### src/logic/pinctl_pkg.sv
// **************************************************
// shared widths, register map and payload types for
// the bus-mapped pin controller; modules refer to
// these by scoped name
// **************************************************

`default_nettype none

package pinctl_pkg;

  // external bus geometry
  localparam int addr_w = 19;
  localparam int data_w = 16;

  // pin array and its place in the word address map
  localparam int num_pins      = 8;
  localparam int pin_base      = 'h32;
  localparam int words_per_pin = 4;
  localparam int reg_idx_w     = $clog2(words_per_pin);

  // register offsets inside one pin window
  localparam logic [reg_idx_w-1:0] reg_mode   = 2'd0;
  localparam logic [reg_idx_w-1:0] reg_period = 2'd1;
  localparam logic [reg_idx_w-1:0] reg_duty   = 2'd2;
  // running tick counter is read only
  localparam logic [reg_idx_w-1:0] reg_tick   = 2'd3;

  // waveform codes where any other code acts as off
  localparam int mode_w = 2;
  localparam logic [mode_w-1:0] mode_off    = 2'd0;
  localparam logic [mode_w-1:0] mode_square = 2'd1;
  localparam logic [mode_w-1:0] mode_pwm    = 2'd2;

  // depth of the strobe synchronizer
  localparam int sync_stages = 2;

  // one register access with single-cycle pulses
  typedef struct packed {
    logic [addr_w-1:0] addr;
    logic [data_w-1:0] data;
    logic              wr;
    logic              rd;
  } bus_cmd_t;

  // writable part of a pin's register window
  typedef struct packed {
    logic [mode_w-1:0] mode;
    logic [data_w-1:0] period;
    logic [data_w-1:0] duty;
  } pin_cfg_t;

endpackage

`default_nettype wire
### src/logic/pinctl_top.sv
// **************************************************
// top level of the pin controller with one bus
// bridge feeding an array of pin controllers, whose
// read words are gathered back for the bus
// **************************************************

`timescale 1ns/1ns
`default_nettype none

module pinctl_top (
  input  logic                            sys_clk,
  input  logic                            reset,
  input  logic                            ebi_cs,
  input  logic                            ebi_wr,
  input  logic                            ebi_rd,
  input  logic [pinctl_pkg::addr_w-1:0]   ebi_addr,
  input  logic [pinctl_pkg::data_w-1:0]   ebi_data_in,
  output logic [pinctl_pkg::data_w-1:0]   ebi_data_out,
  output logic                            ebi_data_oe,
  output logic [pinctl_pkg::num_pins-1:0] pins
);

  pinctl_pkg::bus_cmd_t cmd;

  // one read slot per pin controller
  logic [pinctl_pkg::num_pins-1:0][pinctl_pkg::data_w-1:0] rd_words;

  ebi_bridge bridge0 (
    .sys_clk      (sys_clk),
    .reset        (reset),
    .ebi_cs       (ebi_cs),
    .ebi_wr       (ebi_wr),
    .ebi_rd       (ebi_rd),
    .ebi_addr     (ebi_addr),
    .ebi_data_in  (ebi_data_in),
    .rd_words     (rd_words),
    .cmd          (cmd),
    .ebi_data_out (ebi_data_out),
    .ebi_data_oe  (ebi_data_oe)
  );

  for (genvar i = 0; i < pinctl_pkg::num_pins; i++) begin : g_pin
    pin_control #(.position(i)) pc (
      .sys_clk (sys_clk),
      .reset   (reset),
      .cmd     (cmd),
      .rd_word (rd_words[i]),
      .pin     (pins[i])
    );
  end

endmodule

`default_nettype wire

### src/logic/pin_control.sv
// **************************************************
// one pin with its four-word register window, tick
// counter and square or PWM level on a registered
// output; position picks the window in the address map
// **************************************************

`timescale 1ns/1ns
`default_nettype none

module pin_control #(
  parameter int position = 0
) (
  input  logic                          sys_clk,
  input  logic                          reset,
  input  pinctl_pkg::bus_cmd_t          cmd,
  output logic [pinctl_pkg::data_w-1:0] rd_word,
  output logic                          pin
);

  localparam int addr_w = pinctl_pkg::addr_w;
  localparam int data_w = pinctl_pkg::data_w;
  localparam int idx_w  = pinctl_pkg::reg_idx_w;

  localparam logic [addr_w-1:0] win_base =
    addr_w'(pinctl_pkg::pin_base + position * pinctl_pkg::words_per_pin);

  pinctl_pkg::pin_cfg_t cfg;

  logic [addr_w-1:0] addr_off;
  logic [idx_w-1:0]  reg_idx;
  logic              hit;
  logic              clr_tick;
  logic              running;
  logic [data_w-1:0] period_eff;
  logic [data_w-1:0] tick;
  logic              level;
  logic [data_w-1:0] rd_sel;

  // below the window the subtraction wraps to a large value
  assign addr_off = cmd.addr - win_base;
  assign hit      = addr_off < addr_w'(pinctl_pkg::words_per_pin);
  assign reg_idx  = addr_off[idx_w-1:0];

  always_ff @(posedge sys_clk) begin
    if (reset) begin
      cfg <= '0;
    end else if (cmd.wr && hit) begin
      case (reg_idx)
        pinctl_pkg::reg_mode:   cfg.mode   <= cmd.data[pinctl_pkg::mode_w-1:0];
        pinctl_pkg::reg_period: cfg.period <= cmd.data;
        pinctl_pkg::reg_duty:   cfg.duty   <= cmd.data;
        default: ;
      endcase
    end
  end

  // a new mode or period restarts the waveform
  assign clr_tick = cmd.wr && hit &&
                    (reg_idx == pinctl_pkg::reg_mode || reg_idx == pinctl_pkg::reg_period);

  assign running = (cfg.mode == pinctl_pkg::mode_square) ||
                   (cfg.mode == pinctl_pkg::mode_pwm);

  // zero period behaves as one
  assign period_eff = (cfg.period == '0) ? data_w'(1) : cfg.period;

  always_ff @(posedge sys_clk) begin
    if (reset || clr_tick || !running) begin
      tick <= '0;
    end else if (tick >= period_eff - 1'b1) begin
      tick <= '0;
    end else begin
      tick <= tick + 1'b1;
    end
  end

  always_comb begin
    case (cfg.mode)
      pinctl_pkg::mode_off:    level = 1'b0;
      pinctl_pkg::mode_square: level = tick < (period_eff >> 1);
      pinctl_pkg::mode_pwm:    level = tick < cfg.duty;
      default:                 level = 1'b0;
    endcase
  end

  always_ff @(posedge sys_clk) begin
    if (reset) begin
      pin <= 1'b0;
    end else begin
      pin <= level;
    end
  end

  always_comb begin
    case (reg_idx)
      pinctl_pkg::reg_mode:   rd_sel = data_w'(cfg.mode);
      pinctl_pkg::reg_period: rd_sel = cfg.period;
      pinctl_pkg::reg_duty:   rd_sel = cfg.duty;
      pinctl_pkg::reg_tick:   rd_sel = tick;
      default:                rd_sel = '0;
    endcase
  end

  // held between reads so the bridge can keep its output
  always_ff @(posedge sys_clk) begin
    if (reset) begin
      rd_word <= '0;
    end else if (cmd.rd) begin
      rd_word <= hit ? rd_sel : '0;
    end
  end

  a_tick_in_period: assert property (@(posedge sys_clk) disable iff (reset)
    (cfg.period != '0) |-> (tick < cfg.period));
  a_off_pin_low: assert property (@(posedge sys_clk) disable iff (reset)
    !running |=> !pin);

endmodule

`default_nettype wire

### src/logic/ebi_bridge.sv
// **************************************************
// external memory bus bridge that synchronizes the
// active-low strobes, issues one-cycle register
// commands and returns the merged read word
// **************************************************

`timescale 1ns/1ns
`default_nettype none

module ebi_bridge (
  input  logic                                                   sys_clk,
  input  logic                                                   reset,
  input  logic                                                   ebi_cs,
  input  logic                                                   ebi_wr,
  input  logic                                                   ebi_rd,
  input  logic [pinctl_pkg::addr_w-1:0]                          ebi_addr,
  input  logic [pinctl_pkg::data_w-1:0]                          ebi_data_in,
  input  logic [pinctl_pkg::num_pins-1:0][pinctl_pkg::data_w-1:0] rd_words,
  output pinctl_pkg::bus_cmd_t                                   cmd,
  output logic [pinctl_pkg::data_w-1:0]                          ebi_data_out,
  output logic                                                   ebi_data_oe
);

  localparam int last = pinctl_pkg::sync_stages - 1;

  // active-high strobes after synchronization
  logic [last:0] cs_sync;
  logic [last:0] wr_sync;
  logic [last:0] rd_sync;

  logic wr_act;
  logic rd_act;
  logic wr_act_q;
  logic rd_act_q;
  logic wr_edge;
  logic rd_edge;

  logic [pinctl_pkg::data_w-1:0] rd_merge;

  always_ff @(posedge sys_clk) begin
    if (reset) begin
      cs_sync <= '0;
      wr_sync <= '0;
      rd_sync <= '0;
    end else begin
      cs_sync <= {cs_sync[last-1:0], ~ebi_cs};
      wr_sync <= {wr_sync[last-1:0], ~ebi_wr};
      rd_sync <= {rd_sync[last-1:0], ~ebi_rd};
    end
  end

  assign wr_act = cs_sync[last] & wr_sync[last];
  assign rd_act = cs_sync[last] & rd_sync[last];

  // registered leading edge of each access
  always_ff @(posedge sys_clk) begin
    if (reset) begin
      wr_act_q <= 1'b0;
      rd_act_q <= 1'b0;
      wr_edge  <= 1'b0;
      rd_edge  <= 1'b0;
    end else begin
      wr_act_q <= wr_act;
      rd_act_q <= rd_act;
      wr_edge  <= wr_act & ~wr_act_q;
      rd_edge  <= rd_act & ~rd_act_q;
    end
  end

  // one-cycle pulses carrying the address and data of the edge
  always_ff @(posedge sys_clk) begin
    if (reset) begin
      cmd.wr <= 1'b0;
      cmd.rd <= 1'b0;
    end else begin
      cmd.wr <= wr_edge;
      cmd.rd <= rd_edge;
    end
    if (wr_edge || rd_edge) begin
      cmd.addr <= ebi_addr;
      cmd.data <= ebi_data_in;
    end
  end

  // unaddressed controllers return zero, so OR is a mux
  always_comb begin
    rd_merge = '0;
    for (int i = 0; i < pinctl_pkg::num_pins; i++) begin
      rd_merge = rd_merge | rd_words[i];
    end
  end

  always_ff @(posedge sys_clk) begin
    if (reset) begin
      ebi_data_out <= '0;
    end else begin
      ebi_data_out <= rd_merge;
    end
  end

  assign ebi_data_oe = rd_act;

  a_one_pulse_kind: assert property (@(posedge sys_clk) disable iff (reset)
    !(cmd.wr && cmd.rd));
  a_wr_single: assert property (@(posedge sys_clk) disable iff (reset)
    cmd.wr |=> !cmd.wr);
  a_rd_single: assert property (@(posedge sys_clk) disable iff (reset)
    cmd.rd |=> !cmd.rd);

endmodule

`default_nettype wire

### config.mk
export PLATFORM = sky130hd
export DESIGN_NAME = pinctl_top
export DESIGN_NICKNAME = d
export VERILOG_FILES = /design/src/logic/pinctl_pkg.sv /design/src/logic/pinctl_top.sv /design/src/logic/pin_control.sv /design/src/logic/ebi_bridge.sv
export SDC_FILE = /design/constraint.sdc
export NUM_CORES = 2
export LEC_CHECK = 0
export BUFFER_PORTS_ARGS = -buffer_cell sky130_fd_sc_hd__clkbuf_2
export CORE_ASPECT_RATIO = 0.9
export CORE_UTILIZATION = 50
export DETAILED_ROUTE_END_ITERATION = 16
export PLACE_DENSITY = 0.76
export SLEW_MARGIN = 5
export SYNTH_ARGS = -nofsm -noshare
export SYNTH_HDL_FRONTEND = slang
export SYNTH_HIERARCHICAL = 1
export SYNTH_SLANG_ARGS = --single-unit
### constraint.sdc
create_clock -name sys_clk -period 4.91 [get_ports sys_clk]
set_input_delay 0.7365 -clock sys_clk [delete_from_list [all_inputs] [get_ports sys_clk]]
set_output_delay 0.7365 -clock sys_clk [all_outputs]
set_load 0.05 [all_outputs]
======== Word level (Yosys, flattened, before mapping) ========
Cells that the tools add are included.
Widths: inputs -> output; s select.
operators by class
  add/sub/neg operators ................... 24
  multipliers ............................. 0
  divide/modulo/power cells ............... 0
  magnitude comparators ................... 32
  equality and inequality tests ........... 40
  shifts and indexed selects .............. 0
  multiplexer cells ....................... 32
  bitwise logic cells ..................... 16
  reduce and logical (&&, ||, !) cells .... 105
operators by type and width
  cell                   number
  $pmux 16 s4            8
  $mux 16                16
  $lt 19x3->1 const B    8
  $add 16x1->16 const B  8
  $ge 16x16->1           8
  $logic_not 16->1       8
  $lt 16x15->1           8
  $lt 16x16->1           8
  $sub 16x1->16 const B  8
  $or 16x16->16          7
  $sub 19x6->19 const B  4
  $sub 19x7->19 const B  4
  $eq 2x2->1 const B     24
  $reduce_and 2->1       24
  $logic_or 1x1->1       33
  $eq 2x1->1 const B     16
  $logic_and 1x1->1      16
  $logic_not 2->1        8
  $pmux 1 s2             8
  $reduce_or 2->1        8
  $logic_not 1->1        8
  $not 1->1              5
  $and 1x1->1            4
storage, ports and cells
  flip-flop bits (word level) ............. 599
  bits in latches ......................... 0
  bits in writable memories ............... 0
  bits in read-only memories .............. 0
  bits of input ports ..................... 40
  output and inout bits ................... 25
  logic and storage cells ................. 309
  memories ................................ 0

======== Depth between registers and ports, before layout ========
  depth in word-level cells ............... 7
  gate-level depth with buffers ........... 18
  mapped depth without buffers ............ 17

======== Modules after synthesis ========
The synthesis kept the hierarchy.
modules (own cells, without submodules)
  module                     times used  cells each  area an instance (um2)  sequential area each (um2)
  pin_control (g_pin[2].pc)  1           576         4906.0                  1341.3
  pin_control (g_pin[7].pc)  1           545         4642.0                  1341.3
  pin_control (g_pin[0].pc)  1           513         4638.2                  1341.3
  pin_control (g_pin[5].pc)  1           571         4631.9                  1341.3
  pin_control (g_pin[6].pc)  1           533         4600.7                  1341.3
  pin_control (g_pin[1].pc)  1           570         4590.7                  1341.3
  pin_control (g_pin[3].pc)  1           562         4543.1                  1341.3
  pin_control (g_pin[4].pc)  1           519         4423.0                  1341.3
  ebi_bridge                 1           130         2006.9                  1611.5

======== Worst setup path before layout ========
No wires, ideal clock.
  path kind ............................... reg2reg
  start point ............................. register g_pin[6].pc/cfg[24] in the netlist's numbering
  end point ............................... register g_pin[6].pc.tick[10]
  setup time .............................. 0.078 ns
  arrival ................................. 3.730 ns
  required time ........................... 4.832 ns
  slack ................................... 1.102 ns
  stages on the path, launching flop included .. 18
  buffers on the path ..................... 1
  clock period less this slack ............ 3.808 ns
  cells stage by stage .................... dfxtp_1 or4_1 or3_1 nor3_1 a31oi_1 ha_1 nand3_1 nor3_1 nand3_1 xnor2_1 ha_1 a21oi_1 nand2_1 a221o_1 a31oi_1 o21ai_1 clkbuf_1 nor3_1
on the way
  cells in the longest elaborated chain, start to end .. 5
ends and longest elaborated chain
  what                           line               RTL
  from (decl)                    pin_control.sv:27  pinctl_pkg::pin_cfg_t cfg;
  $logic_not 16->1               pin_control.sv:65  assign period_eff = (cfg.period == '0) ? data_w'(1) : cfg.period;
  $mux 16 (*)                    pin_control.sv:65
  $sub 16x1->16 (*)              pin_control.sv:70  end else if (tick >= period_eff - 1'b1) begin
  $ge 16x16->1 (*)               pin_control.sv:70
  $reduce_or 2->1 (no line) (*)  --
  to (signal assigned)           pin_control.sv:73  tick <= tick + 1'b1;
  to (decl)                      pin_control.sv:35  logic [data_w-1:0] tick;
Every way passes the cells marked *; elsewhere a longest branch is shown, timed or not.
A chain may end at the register's enable or synchronous reset.

======== Worst setup path after layout ========
  start point ............................. register g_pin[0].pc/cfg[25] in the netlist's numbering
  end point ............................... register g_pin[0].pc.tick[2]
on the way
  cells in the longest elaborated chain, start to end .. 5
ends and longest elaborated chain
  what                           line
  from (decl)                    pin_control.sv:27
  $logic_not 16->1               pin_control.sv:65
  $mux 16 (*)                    pin_control.sv:65
  $sub 16x1->16 (*)              pin_control.sv:70
  $ge 16x16->1 (*)               pin_control.sv:70
  $reduce_or 2->1 (no line) (*)  --
  to (signal assigned)           pin_control.sv:73
  to (decl)                      pin_control.sv:35
Marked as above.

==> reports/qor.yml <==
status: "finished clean"
grt_pass1_wl_um: 183000
setup_viol: 0
root_buffer: "clkbuf_16"
via_count: 35000
syn_inst: 4519
critPathMostFrequentCell: "nand4_1"
start_util: 0.508
grt_setup_unrepaired: "false"
worst_slack_ps: 697
die_y_um: 267
fill_cells: 6824
antenna_found_initial: 5
worstHoldStart: "ebi_rd"
worstSkewPairLatency_ps: 620
hold_class: "input port to flip-flop"
synth_area_leaders: "dfxtp_1 29%, ha_1 13%, mux2i_1 5.7%"
drt_iter0_drc: 3818
synth_edf_count: 35
ys_types: 108
powerDensity_mw_per_mm2: 247
r2r_start: "g_pin[0].pc/cfg[25]$_SDFFE_PP0P_"
path_buf_inv: 0
cts.path.max_buffers: 3
timing.reg2reg.setup_slack_ps: 700
fin_area_mm2: 0.0424
end_kind: "flip-flop"
setup_tns_ps: 0
synthArstFlopShare: 0
areaGrowthSynthToFinish_pct: 8.66
worstSetupPathType: "flip-flop to flip-flop"
r2r_cells: 15
post-route-min-period_ps: 4210
yosysTopAreaCell: "dfxtp_1"
clock_skew_ps: 20.4
totalWireLength_um: 118000
hold_buffers: 0
clock.fmax_ghz: 0.237
slowest_stage: "o41a_1"
antenna_left: 0
drc: 0
ys_seq_area_frac: 0.317
cp.arrival_ps: 4680
gp_congestion: 0.958
startpoint_type: "flip-flop"
cts_made_buffers: 68
place_area_mm2: 0.0400
coreArea_mm2: 0.0768
grt_overflow: 0
path_delay_family: "simple AND/OR/NAND/NOR gates"
first_global_vias: 32100
worstPathRequired_ps: 5370
report.final.slew_viol_count: 0
dp_hpwl_um: 82300
htreeDepth: 3
tritoncts: "yes"
rows: 96
synth_warnings: 6
finalNonFillerCells: 5582
ys_ff_latch: 599
timing.max_cap.violations: 0
cts_setup_buffers: 0
via_per_inst: 6.27
ir_worst_vdd_v: 0.000255
grt_max_degree: 102
finalHoldViolCount: 0
dieArea_mm2: 0.0791
r2r-end: "g_pin[0].pc/tick[2]$_SDFF_PP0_"
grt_use_total: 0.292
worstPathCellList: "or4_1 -> or3_1 -> nand3b_1 -> nor3_1 -> nor2_1 -> ha_1 -> nand4_1 -> nor4_1 -> nand4_1 -> xnor2_1 -> ha_1 -> nand4_1 -> a211oi_1 -> o41a_1 -> nor3_1"
clock-sinks: 599
avgSynthCellArea_um2: 8.63
routedWlPerCell_um: 21.1
place_ws_ps: 730
period_share: 0.858
ys.flop_type: "dfxtp_1"
io_pins: 65
yosys.area.top_type_share: 0.290
fin_nets: 4938
cp-startpoint: "g_pin[0].pc/cfg[25]$_SDFFE_PP0P_"
syn_nets: 4959
drive_gt1_frac: 0.0778
clk_pin_slew_ps: 60
syn_area_mm2: 0.0390
tightest_slew_ps: 1300
cp_max_fo: 16
leakagePower_nw: 15.9
slew_headroom: 0.131
min_path_cells: 2
critPathMaxStageDelay_ps: 750
dr.pass1.iters: 6
cts_resized: 0
hold_end: "bridge0/rd_sync[0]$_SDFF_PP0_"
dpl.cell_count: 5457
portBuffers: 64
die_x_um: 296
## routing by layer
layer / track usage / share of wire / vias up
met1: 0.415 / 0.43 / 16600
met5: 0 / 0.00018 / -
met3: 0.0681 / 0.11 / 234
met2: 0.428 / 0.42 / 1760
li1: - / - / 16400
met4: 0.102 / 0.034 / 4
## layout make-up
class                      count  area, µm²  area share
tap                         1029       1290      0.0304
clock inverter                40        499      0.0118
clock buffer                  82       1820      0.0431
antenna                        3       7.51    0.000177
multi-input combinational   3403      24400       0.577
inverter                     301       1130      0.0267
timing repair buffer         125        826      0.0195
sequential                   599      12300       0.291
## synth_stat cells, drive strengths merged (35+ instances only)
master	count
dfxtp	564
o21ai	256
ha	400
a21o	73
nand3	178
nand2b	214
xor2	78
nor4	125
nor2b	47
nand4	181
nand2	221
edfxtp	35
mux2i	222
nor3	133
o31ai	55
nor2	286
a21oi	342
xnor2	130
mux2	35
buf	85
inv	301
clkbuf	131
## flip-flops by register name (all words and copies together) (netlist names)
register              cells
bridge0/cs_sync           2
bridge0/cmd              37
bridge0/rd_act_q          1
bridge0/ebi_data_out     16
bridge0/rd_edge           1
g_pin.pc/pin              8
g_pin.pc/rd_word        128
bridge0/rd_sync           2
g_pin.pc/tick           128
g_pin.pc/cfg            272
bridge0/wr_act_q          1
bridge0/wr_sync           2
bridge0/wr_edge           1
## placed cells by master (no fill, tap or decap), drive strengths merged, types with 133 or more instances in the layout
master	instances
a21oi	342
dfxtp	564
nor2	286
nand4	181
nor3	133
o21ai	256
inv	305
nand2	221
ha	400
clkbuf	145
nand2b	214
nand3	178
mux2i	222
## per-stage QoR
| stage | hold WS (ps) | util | total power [mW] |
|---|---|---|---|
| after global routing | 249 | 0.552 | 10.7 |
| after CTS | 240 | 0.552 | 10.5 |
| after floorplan | 375 | - | 5.13 |
| after global placement | 384 | 0.522 | 5.19 |
| final | 261 | 0.552 | 10.5 |
| after detailed placement | 389 | 0.522 | 5.19 |
## worst max path at each step
stage,to,slack [ps],cells past startpoint
after floorplan,g_pin[6].pc/tick[10]$_SDFF_PP0_,1100,17
after global placement,g_pin[6].pc/tick[6]$_SDFF_PP0_,820,17
after detailed placement,g_pin[0].pc/tick[2]$_SDFF_PP0_,730,15
after CTS,g_pin[0].pc/tick[2]$_SDFF_PP0_,710,15
after global routing,g_pin[6].pc/tick[6]$_SDFF_PP0_,350,17
final,g_pin[0].pc/tick[2]$_SDFF_PP0_,700,15
## where the power goes
group	internal (mW)	switching [mW]	total, mW
registers	4.91	0.00897	4.92
logic	0.0553	0.117	0.172
clock network	3.15	2.23	5.39
## logic make-up (layout without fill, tap and decap cells)
| family | count (synthesis) | count (layout) | share of synthesized area |
|---|---|---|---|
| AO/OA/AOI/OAI | 961 | 961 | 0.153 |
| XOR/XNOR | 208 | 208 | 0.0467 |
| adder cells (fa/ha/maj) | 400 | 400 | 0.128 |
| AND/OR/NAND/NOR | 1561 | 1561 | 0.222 |
| multiplexers | 273 | 273 | 0.0764 |
| buffers and inverters | 517 | 548 | 0.0569 |
| other | 0 | 3 | 0 |
| flip-flops | 599 | 599 | 0.317 |
Power figures use the tool's default switching activity.
